<file path="config.mk">
export PLATFORM = sky130hd
export DESIGN_NAME = axi4s_pipe
export DESIGN_NICKNAME = d
export VERILOG_FILES = /design/src/axi4s_pkg.sv /design/src/axi4s_pipe.sv /design/src/axi4s_egress.sv /design/src/bus_pipe.sv /design/src/axi4s_ingress.sv
export SDC_FILE = /design/constraint.sdc
export NUM_CORES = 1
export LEC_CHECK = 0
export ABC_AREA = 1
export BUFFER_PORTS_ARGS = -buffer_cell sky130_fd_sc_hd__buf_2
export CAP_MARGIN = 20
export CORE_MARGIN = 10
export CORE_UTILIZATION = 52
export CTS_CLUSTER_DIAMETER = 30
export DETAILED_ROUTE_END_ITERATION = 8
export PLACE_DENSITY = 0.78
export SLEW_MARGIN = 25
export SYNTH_ARGS = -nofsm -noshare
export SYNTH_HDL_FRONTEND = slang
export SYNTH_SLANG_ARGS = --single-unit
</file>
<file path="constraint.sdc">
create_clock -name clk -period 4.3 [get_ports clk]
set_input_delay 0.43 -clock clk [delete_from_list [all_inputs] [get_ports clk]]
set_output_delay 0.43 -clock clk [all_outputs]
set_load 0.01 [all_outputs]
</file>
<file path="src/axi4s_pkg.sv">
//##########################################################################
// AXI4-Stream pipeline package
// stream field widths, pipeline depth and the packed beat payload
//##########################################################################
package axi4s_pkg;

    // beat geometry
    localparam int DATA_BYTE_WID = 4;
    localparam int TDATA_WID     = DATA_BYTE_WID * 8;

    // sideband widths
    localparam int TID_WID   = 2;
    localparam int TDEST_WID = 2;
    localparam int TUSER_WID = 4;

    // register slices between ingress and egress
    localparam int PIPE_STAGES = 2;

    // egress packet counter, wraps
    localparam int PKT_CNT_WID = 16;

    // one full beat as carried through the slice chain
    // field order sets the bit layout, tuser ends up on top
    typedef struct packed {
        logic [TUSER_WID-1:0]     tuser;
        logic [TDEST_WID-1:0]     tdest;
        logic [TID_WID-1:0]       tid;
        logic                     tlast;
        logic [DATA_BYTE_WID-1:0] tkeep;
        logic [TDATA_WID-1:0]     tdata;
    } axi4s_payload_t;  // 45 bits with the widths above

endpackage : axi4s_pkg
</file>
<file path="src/axi4s_pipe.sv">
//##########################################################################
// AXI4-Stream register pipeline top level
// ingress, slice chain and egress between one slave and one master port
//##########################################################################
module axi4s_pipe (
    input  logic                                clk,
    input  logic                                rst,
    // slave port
    input  logic                                s_tvalid,
    output logic                                s_tready,
    input  logic [axi4s_pkg::TDATA_WID-1:0]     s_tdata,
    input  logic [axi4s_pkg::DATA_BYTE_WID-1:0] s_tkeep,
    input  logic                                s_tlast,
    input  logic [axi4s_pkg::TID_WID-1:0]       s_tid,
    input  logic [axi4s_pkg::TDEST_WID-1:0]     s_tdest,
    input  logic [axi4s_pkg::TUSER_WID-1:0]     s_tuser,
    // master port
    output logic                                m_tvalid,
    input  logic                                m_tready,
    output logic [axi4s_pkg::TDATA_WID-1:0]     m_tdata,
    output logic [axi4s_pkg::DATA_BYTE_WID-1:0] m_tkeep,
    output logic                                m_tlast,
    output logic [axi4s_pkg::TID_WID-1:0]       m_tid,
    output logic [axi4s_pkg::TDEST_WID-1:0]     m_tdest,
    output logic [axi4s_pkg::TUSER_WID-1:0]     m_tuser,
    output logic [axi4s_pkg::PKT_CNT_WID-1:0]   pkt_count
);
    import axi4s_pkg::*;

    logic           in_valid;
    logic           in_ready;
    axi4s_payload_t in_payload;
    logic           out_valid;
    logic           out_ready;
    axi4s_payload_t out_payload;

    axi4s_ingress ingress_i (
        .clk, .rst,
        .s_tvalid, .s_tready, .s_tdata, .s_tkeep, .s_tlast, .s_tid, .s_tdest, .s_tuser,
        .in_valid, .in_ready, .in_payload
    );

    // both valid and ready registered once per stage
    bus_pipe #(
        .payload_t (axi4s_payload_t),
        .STAGES    (PIPE_STAGES)
    ) pipe_i (
        .clk, .rst,
        .in_valid, .in_ready, .in_payload,
        .out_valid, .out_ready, .out_payload
    );

    axi4s_egress egress_i (
        .clk, .rst,
        .out_valid, .out_ready, .out_payload,
        .m_tvalid, .m_tready, .m_tdata, .m_tkeep, .m_tlast, .m_tid, .m_tdest, .m_tuser,
        .pkt_count
    );

endmodule : axi4s_pipe

</file>
<file path="src/axi4s_egress.sv">
//##########################################################################
// AXI4-Stream egress
// unpacks the payload onto the master port and counts outgoing packets
//##########################################################################
module axi4s_egress (
    input  logic                                clk,
    input  logic                                rst,
    // from the slice chain
    input  logic                                out_valid,
    output logic                                out_ready,
    input  axi4s_pkg::axi4s_payload_t           out_payload,
    // master port
    output logic                                m_tvalid,
    input  logic                                m_tready,
    output logic [axi4s_pkg::TDATA_WID-1:0]     m_tdata,
    output logic [axi4s_pkg::DATA_BYTE_WID-1:0] m_tkeep,
    output logic                                m_tlast,
    output logic [axi4s_pkg::TID_WID-1:0]       m_tid,
    output logic [axi4s_pkg::TDEST_WID-1:0]     m_tdest,
    output logic [axi4s_pkg::TUSER_WID-1:0]     m_tuser,
    // packets that have left
    output logic [axi4s_pkg::PKT_CNT_WID-1:0]   pkt_count
);
    import axi4s_pkg::*;

    logic pkt_done;

    // handshake passes straight through
    assign m_tvalid  = out_valid;
    assign out_ready = m_tready;

    assign m_tdata = out_payload.tdata;
    assign m_tkeep = out_payload.tkeep;
    assign m_tlast = out_payload.tlast;
    assign m_tid   = out_payload.tid;
    assign m_tdest = out_payload.tdest;
    assign m_tuser = out_payload.tuser;

    // end of a packet actually transferred on the master side
    assign pkt_done = m_tvalid && m_tready && out_payload.tlast;

    always_ff @(posedge clk) begin
        if (rst) begin
            pkt_count <= '0;
        end else if (pkt_done) begin
            pkt_count <= pkt_count + PKT_CNT_WID'(1);  // wraps at full scale
        end
    end

endmodule : axi4s_egress

</file>
<file path="src/bus_pipe.sv">
//##########################################################################
// valid/ready register slice chain
// STAGES skid slices with registered forward and reverse paths
//##########################################################################
module bus_pipe #(
    parameter type payload_t = logic [7:0],
    parameter int  STAGES    = 1  // must be 1 or more
) (
    input  logic     clk,
    input  logic     rst,
    // upstream side
    input  logic     in_valid,
    output logic     in_ready,
    input  payload_t in_payload,
    // downstream side
    output logic     out_valid,
    input  logic     out_ready,
    output payload_t out_payload
);

    // link k feeds stage k, link STAGES is the chain output
    logic     link_valid   [STAGES+1];
    logic     link_ready   [STAGES+1];
    payload_t link_payload [STAGES+1];

    assign link_valid[0]   = in_valid;
    assign link_payload[0] = in_payload;
    assign in_ready        = link_ready[0];

    assign out_valid          = link_valid[STAGES];
    assign out_payload        = link_payload[STAGES];
    assign link_ready[STAGES] = out_ready;

    for (genvar i = 0; i < STAGES; i++) begin : g_stage
        logic     main_valid;
        logic     main_valid_nxt;
        payload_t main_data;
        logic     skid_valid;
        logic     skid_valid_nxt;
        payload_t skid_data;
        logic     ready_q;     // registered ready toward the previous link
        logic     in_fire;
        logic     load_main;
        logic     main_from_skid;
        logic     load_skid;

        assign in_fire = link_valid[i] && ready_q;

        // main entry drives the output; the skid entry catches the one beat
        // that arrives while ready is still high but the output is stalled
        always_comb begin
            main_valid_nxt = main_valid;
            skid_valid_nxt = skid_valid;
            load_main      = 1'b0;
            main_from_skid = 1'b0;
            load_skid      = 1'b0;
            if (!main_valid || link_ready[i+1]) begin
                load_main = 1'b1;
                if (skid_valid) begin
                    main_valid_nxt = 1'b1;  // drain spare first, keeps order
                    skid_valid_nxt = 1'b0;
                    main_from_skid = 1'b1;
                end else begin
                    main_valid_nxt = in_fire;
                end
            end else if (in_fire) begin
                skid_valid_nxt = 1'b1;      // output stalled, park the beat
                load_skid      = 1'b1;
            end
        end

        // control state
        always_ff @(posedge clk) begin
            if (rst) begin
                main_valid <= 1'b0;
                skid_valid <= 1'b0;
                ready_q    <= 1'b0;
            end else begin
                main_valid <= main_valid_nxt;
                skid_valid <= skid_valid_nxt;
                ready_q    <= !skid_valid_nxt;  // drops once the spare is used
            end
        end

        // payload registers
        always_ff @(posedge clk) begin
            if (load_main) begin
                main_data <= main_from_skid ? skid_data : link_payload[i];
            end
            if (load_skid) begin
                skid_data <= link_payload[i];
            end
        end

        assign link_ready[i]     = ready_q;
        assign link_valid[i+1]   = main_valid;
        assign link_payload[i+1] = main_data;
    end : g_stage

endmodule : bus_pipe

</file>
<file path="src/axi4s_ingress.sv">
//##########################################################################
// AXI4-Stream ingress
// packs slave fields into one payload word and drops null beats
//##########################################################################
module axi4s_ingress (
    input  logic                             clk,
    input  logic                             rst,
    // slave port
    input  logic                             s_tvalid,
    output logic                             s_tready,
    input  logic [axi4s_pkg::TDATA_WID-1:0]     s_tdata,
    input  logic [axi4s_pkg::DATA_BYTE_WID-1:0] s_tkeep,
    input  logic                             s_tlast,
    input  logic [axi4s_pkg::TID_WID-1:0]       s_tid,
    input  logic [axi4s_pkg::TDEST_WID-1:0]     s_tdest,
    input  logic [axi4s_pkg::TUSER_WID-1:0]     s_tuser,
    // toward the slice chain
    output logic                             in_valid,
    input  logic                             in_ready,
    output axi4s_pkg::axi4s_payload_t        in_payload
);
    import axi4s_pkg::*;

    logic null_beat;

    // a beat with no valid bytes carries nothing unless it closes a packet,
    // so only the keep-less, last-less case is treated as null
    assign null_beat = (s_tkeep == '0) && !s_tlast;

    // null beats are swallowed here, everything else goes downstream
    assign in_valid = s_tvalid && !null_beat;
    assign s_tready = null_beat ? 1'b1 : in_ready;  // accept and drop

    always_comb begin
        in_payload       = '0;
        in_payload.tuser = s_tuser;
        in_payload.tdest = s_tdest;
        in_payload.tid   = s_tid;
        in_payload.tlast = s_tlast;
        in_payload.tkeep = s_tkeep;
        in_payload.tdata = s_tdata;
    end

endmodule : axi4s_ingress

</file>
Word level (Yosys, flattened, before mapping)
Index checks and enable logic that the tools add are counted.
{"block": "word_totals", "output_inout_bits": 63, "reg_bits": 202, "elab_cells": 66}
{"block": "op_classes", "add_sub_neg": 1, "n_reduce_logical": 15, "muxes": 19}
{"operator": "45-bit 2-to-1 mux", "count": 2}
{"operator": "1-bit 2-to-1 mux", "count": 17}
{"operator": "16-bit by 1-bit adder with 16-bit output (second input constant)", "count": 1}
{"operator": "1-bit logical AND", "count": 6}
{"operator": "1-bit zero test", "count": 6}
{"operator": "4-bit zero test", "count": 1}
{"operator": "1-bit logical OR", "count": 2}

Depth between registers and ports, before layout
{"block": "depth", "word_depth": 8, "ltp_mapped": 8, "depth_no_buf": 8}

Modules after synthesis
From an unflattened synthesis, not the netlist that was laid out.
{"block": "unflattened", "hier_cells": 746, "hier_area_um2": 8876.0}
{"mod": "bus_pipe", "area_per_inst_um2": 7268.2, "n_inst": 1, "cells_each": 512}
{"mod": "axi4s_egress", "area_per_inst_um2": 1238.7, "n_inst": 1, "cells_each": 181}
{"mod": "axi4s_ingress", "area_per_inst_um2": 369.1, "n_inst": 1, "cells_each": 53}

Worst setup path after synthesis
OpenSTA, ideal clock, no wires.
{"block": "synth_timing", "path_type": "flip-flop to flip-flop", "startpoint": "reg pipe_i.g_stage[1].main_valid, in the netlist pipe_i.out_valid", "endpoint": "reg pipe_i.g_stage[1].skid_data[0] (netlist bit), enable pin", "setup_ps": 448, "slack_ps": 981, "path_buffers": 0, "arrival_time_ps": 2871, "stages_incl_launch_ff": 5, "cell_sequence": "dfxtp_1 inv_1 nor2_1 inv_2 nor2_1"}
{"block": "synth_via", "elab_chain_cells": 3}
{"element": "start: declaration", "line_no": "bus_pipe.sv:35", "rtl": "logic main_valid;"}
{"element": "start signal: assignment", "line_no": "bus_pipe.sv:79", "rtl": "main_valid <= main_valid_nxt;"}
{"element": "1-bit zero test", "line_no": "bus_pipe.sv:57", "rtl": "if (!main_valid || link_ready[i+1]) begin"}
{"element": "1-bit logical OR", "line_no": "bus_pipe.sv:57"}
{"element": "1-bit 2-to-1 mux", "line_no": "bus_pipe.sv:57"}
{"element": "named net pipe_i.g_stage[1].load_skid", "line_no": "bus_pipe.sv:45", "rtl": "logic load_skid;"}
{"element": "end signal: assignment", "line_no": "bus_pipe.sv:91", "rtl": "skid_data <= link_payload[i];"}
{"element": "end: declaration", "line_no": "bus_pipe.sv:40", "rtl": "payload_t skid_data;"}
The timed path passes the listed nets, and every way through them passes these cells.
A chain may end at the register's enable or synchronous reset.

Worst setup path after layout
{"block": "layout_timing", "startpoint": "reg pipe_i.g_stage[0].main_valid", "endpoint": "reg pipe_i.g_stage[0].skid_data[21] (netlist bit), enable pin"}
{"block": "layout_via", "elab_chain_cells": 3}
{"element": "start: declaration", "line_no": "bus_pipe.sv:35"}
{"element": "start signal: assignment", "line_no": "bus_pipe.sv:79"}
{"element": "1-bit zero test", "line_no": "bus_pipe.sv:57"}
{"element": "1-bit logical OR", "line_no": "bus_pipe.sv:57"}
{"element": "1-bit 2-to-1 mux", "line_no": "bus_pipe.sv:57"}
{"element": "named net pipe_i.g_stage[0].load_skid", "line_no": "bus_pipe.sv:45"}
{"element": "end signal: assignment", "line_no": "bus_pipe.sv:91"}
{"element": "end: declaration", "line_no": "bus_pipe.sv:40"}
The timed path passes the listed nets, and every way through them passes these cells.

==> impl_metrics.yaml <==
placement:
  placed_area_um2: 8340
  dpl.hpwl_mm: 9.20
  globalplace.congestion: 0.842
  port_buffers: 111
layout:
  layout_common_cells: "180 x edfxtp_1, 111 x buf_2, 70 x mux2_2, 39 x nand2_1, 35 x nor2_1"
  layout-drive-gt1-share_pct: 42.6
  multi_input_area_um2: 1590
  nFillCells: 1015
  regArea_um2: 5850
  fin_nets: 637
  syn_to_final_growth_pct: 24.1
  layout_commonest_cell: "edfxtp_1"
  antenna_cells: 0
  postLayoutCellArea_um2: 9460
grt:
  grt_pass1_wl_mm: 23.2
  grt_util_all_layers_pct: 14.4
  antenna_found_initial: 1
  grt_max_degree: 50
  gr-total-overflow: 0
  grt_pass1_vias: 4367
worst_setup_path:
  required_ns: 4.48
  path_class: "flop to flop"
  path_cells: "inv_1, nor2_2, clkinv_2, nor2_4, buf_4"
  arrival_ns: 3.24
  endpoint_kind: "flop"
  slowest_stage: "nor2_4"
  critPathLaunchType: "flop"
  crit_fanout: 48
  max_stage_delay_ns: 1.07
  r2r_cells: 5
cts:
  cts_tree: "done"
  cts_root_buffer: "clkbuf_16"
  clk_latency_ns: 0.50
  clock_sinks: 202
  post-cts-setup-buffers: 0
  clk_path_buf_depth: 3
  hold_buffers: 0
  htreeDepth: 2
  clkTransAtPathRegs_ns: 0.05
  cts_buffers: 34
  cts_resized: 0
power_and_ir_drop:
  sw_frac_of_total_pct: 20.8
  p_switching_mw: 1.02
  power.leakage_nw: 3.66
  vdd.ir_drop.worst_uv: 263
  p_int_mw: 3.90
  seq_power_share_pct: 45.7
  clockPowerShare_pct: 50.8
  power_density_nw_per_um2: 521
  p_comb_share_pct: 3.5
synth:
  synth_seq_cells: 202
  yosys.area_share.simple_pct: 5.60
  synth_xor_area_share_pct: 0.115
  netlist_area_um2: 7620
  yosys.area.top_type_share_pct: 70.9
  synth_cells: 447
  yosys_warnings: 0
  synth_top_family_by_area: "multiplexers"
  ys_types: 26
  synth_top_cell_by_area: "edfxtp_1"
  yosysSeqAreaShare_pct: 76.7
  avgSynthCellArea_um2: 17.0
  synthMuxAreaShare_pct: 13.5
  synth_fa_ha_area_share_pct: 0.164
  synth_compound_area_share_pct: 1.28
  synth_fp_nets: 497
  synthTopCellsByArea: "edfxtp_1 71%, mux2_2 10%, dfxtp_1 5.8%"
sta:
  rsz0062_at_grt: "false"
  worst_pin_slew_ns: 0.989
  finalClockSkew_ns: 0.00944
  period_needed_ns: 3.05
  finalCritPeriodShare_pct: 71.0
  slew_viol_final: 0
  setup_viol: 0
  finalSetupTns_ns: 0
  relSlewSlack_pct: 33.9
  finalHoldViolations: 0
  fmax_ghz: 0.327
drt:
  drt_pre_antenna_iters: 5
  wire_per_inst_um: 17.9
  ant_nets: 0
  drt_iter0_drc: 269
  vias: 4102
  wirelength_mm: 14.3
  routed_via_density: 5.15
  drc: 0
die:
  core_area_um2: 14400
  fp.dieH_um: 141
  die_area_um2: 19900
  num_rows: 44
  start_util_pct: 52.8
  die_w_um: 141
  pin_count: 112
hold_path:
  min_path_type: "input port to flop"
  holdPathStages: 1
run_status:
  outcome: "finished clean"
flow_run:
  max_cap_violations: 0
cells by family (layout without fill, tap and decap cells):
logic type / after synthesis / after routing
flip-flops: 202 / 202
AND/OR/NAND/NOR: 100 / 100
multiplexers: 87 / 87
buffers and inverters: 37 / 203
AO/OA/AOI/OAI: 19 / 19
adder cells (fa/ha/maj): 1 / 1
XOR/XNOR: 1 / 1
final timing paths:
check | slack (ns) | endpoint | from
worst max-delay path | 1.25 | pipe_i.g_stage[0].skid_data[21] | pipe_i.g_stage[0].main_valid
worst min-delay path | 0.13 | pipe_i.g_stage[0].skid_data[24] | s_tdata[24]
worst max register to register | 1.25 | pipe_i.g_stage[0].skid_data[21] | pipe_i.g_stage[0].main_valid
worst min register to register | 0.45 | pipe_i.g_stage[1].skid_data[1] | pipe_i.g_stage[0].main_data[1]
Yosys cell counts:
cell	number
buf_6	1
buf_4	6
nor2_1	37
buf_8	1
ha_1	1
inv_2	2
xor2_1	1
buf_12	1
o21ai_0	4
buf_2	1
nand2_1	39
nor3_1	4
o21a_1	1
edfxtp_1	180
inv_1	24
a21oi_1	14
nor2_2	1
mux2_2	70
mux2_1	3
nand3_1	11
nand2_4	2
nand4_1	5
and3_1	1
clkbuf_1	1
mux2_4	14
dfxtp_1	22
area by class of cell:
| type | instances | share of cell area [%] |
|---|---|---|
| clock buffer | 39 | 9.20 |
| clock inverter | 23 | 2.25 |
| inverter | 26 | 1.05 |
| multi-input combinational | 208 | 16.8 |
| sequential | 202 | 61.8 |
| tap | 184 | 2.43 |
| timing repair buffer | 115 | 6.40 |
layer usage:
metal  GRT usage (%)  vias up  wire length, um
met4            5.27        2              226
met3            5.17       26             1010
met2            23.3      127             6960
met1            17.4     2008             6060
met5               0        -                7
li1                -     1939                -
power groups by stage:
stage	Clock (mW)	Combinational [mW]	Sequential, mW
after CTS	2.55	0.177	2.25
final	2.50	0.173	2.25
after global placement	0	0.168	2.28
after detailed placement	0	0.174	2.29
after floorplan	0	0.0699	2.30
after global routing	2.65	0.189	2.26
through the flow:
step | cells | worst slack (ns) | hold WS [ns] | util [%] | total power [mW]
finish | 797 | 1.25 | 0.129 | 65.6 | 4.92
global route | 797 | 1.02 | 0.117 | 65.6 | 5.10
CTS | 796 | 1.53 | 0.113 | 65.4 | 4.98
detailed placement | 734 | 1.56 | 0.432 | 57.9 | 2.46
global placement | 734 | 1.72 | 0.429 | 57.9 | 2.45
floorplan | 447 | 0.981 | 0.420 | - | 2.37
state kept, by name (all words and copies together) (netlist names):
signal and count:
pipe_i.g_stage.skid_data 90, pipe_i.g_stage.main_data 45, pipe_i.out_payload 45, egress_i.pkt_count 16, pipe_i.g_stage.skid_valid 2, pipe_i.g_stage.main_valid 1
pipe_i.g_stage.ready_q 1, pipe_i.in_ready 1, pipe_i.out_valid 1
worst max-delay path: cells and delay by family (launching register included):
kind / cells / cell delay, ns
and+or+nand+nor: 2 / 1.23
buffers and inverters: 3 / 1.14
DFF: 1 / 0.36
No activity file was read; power rests on OpenSTA's default activity.
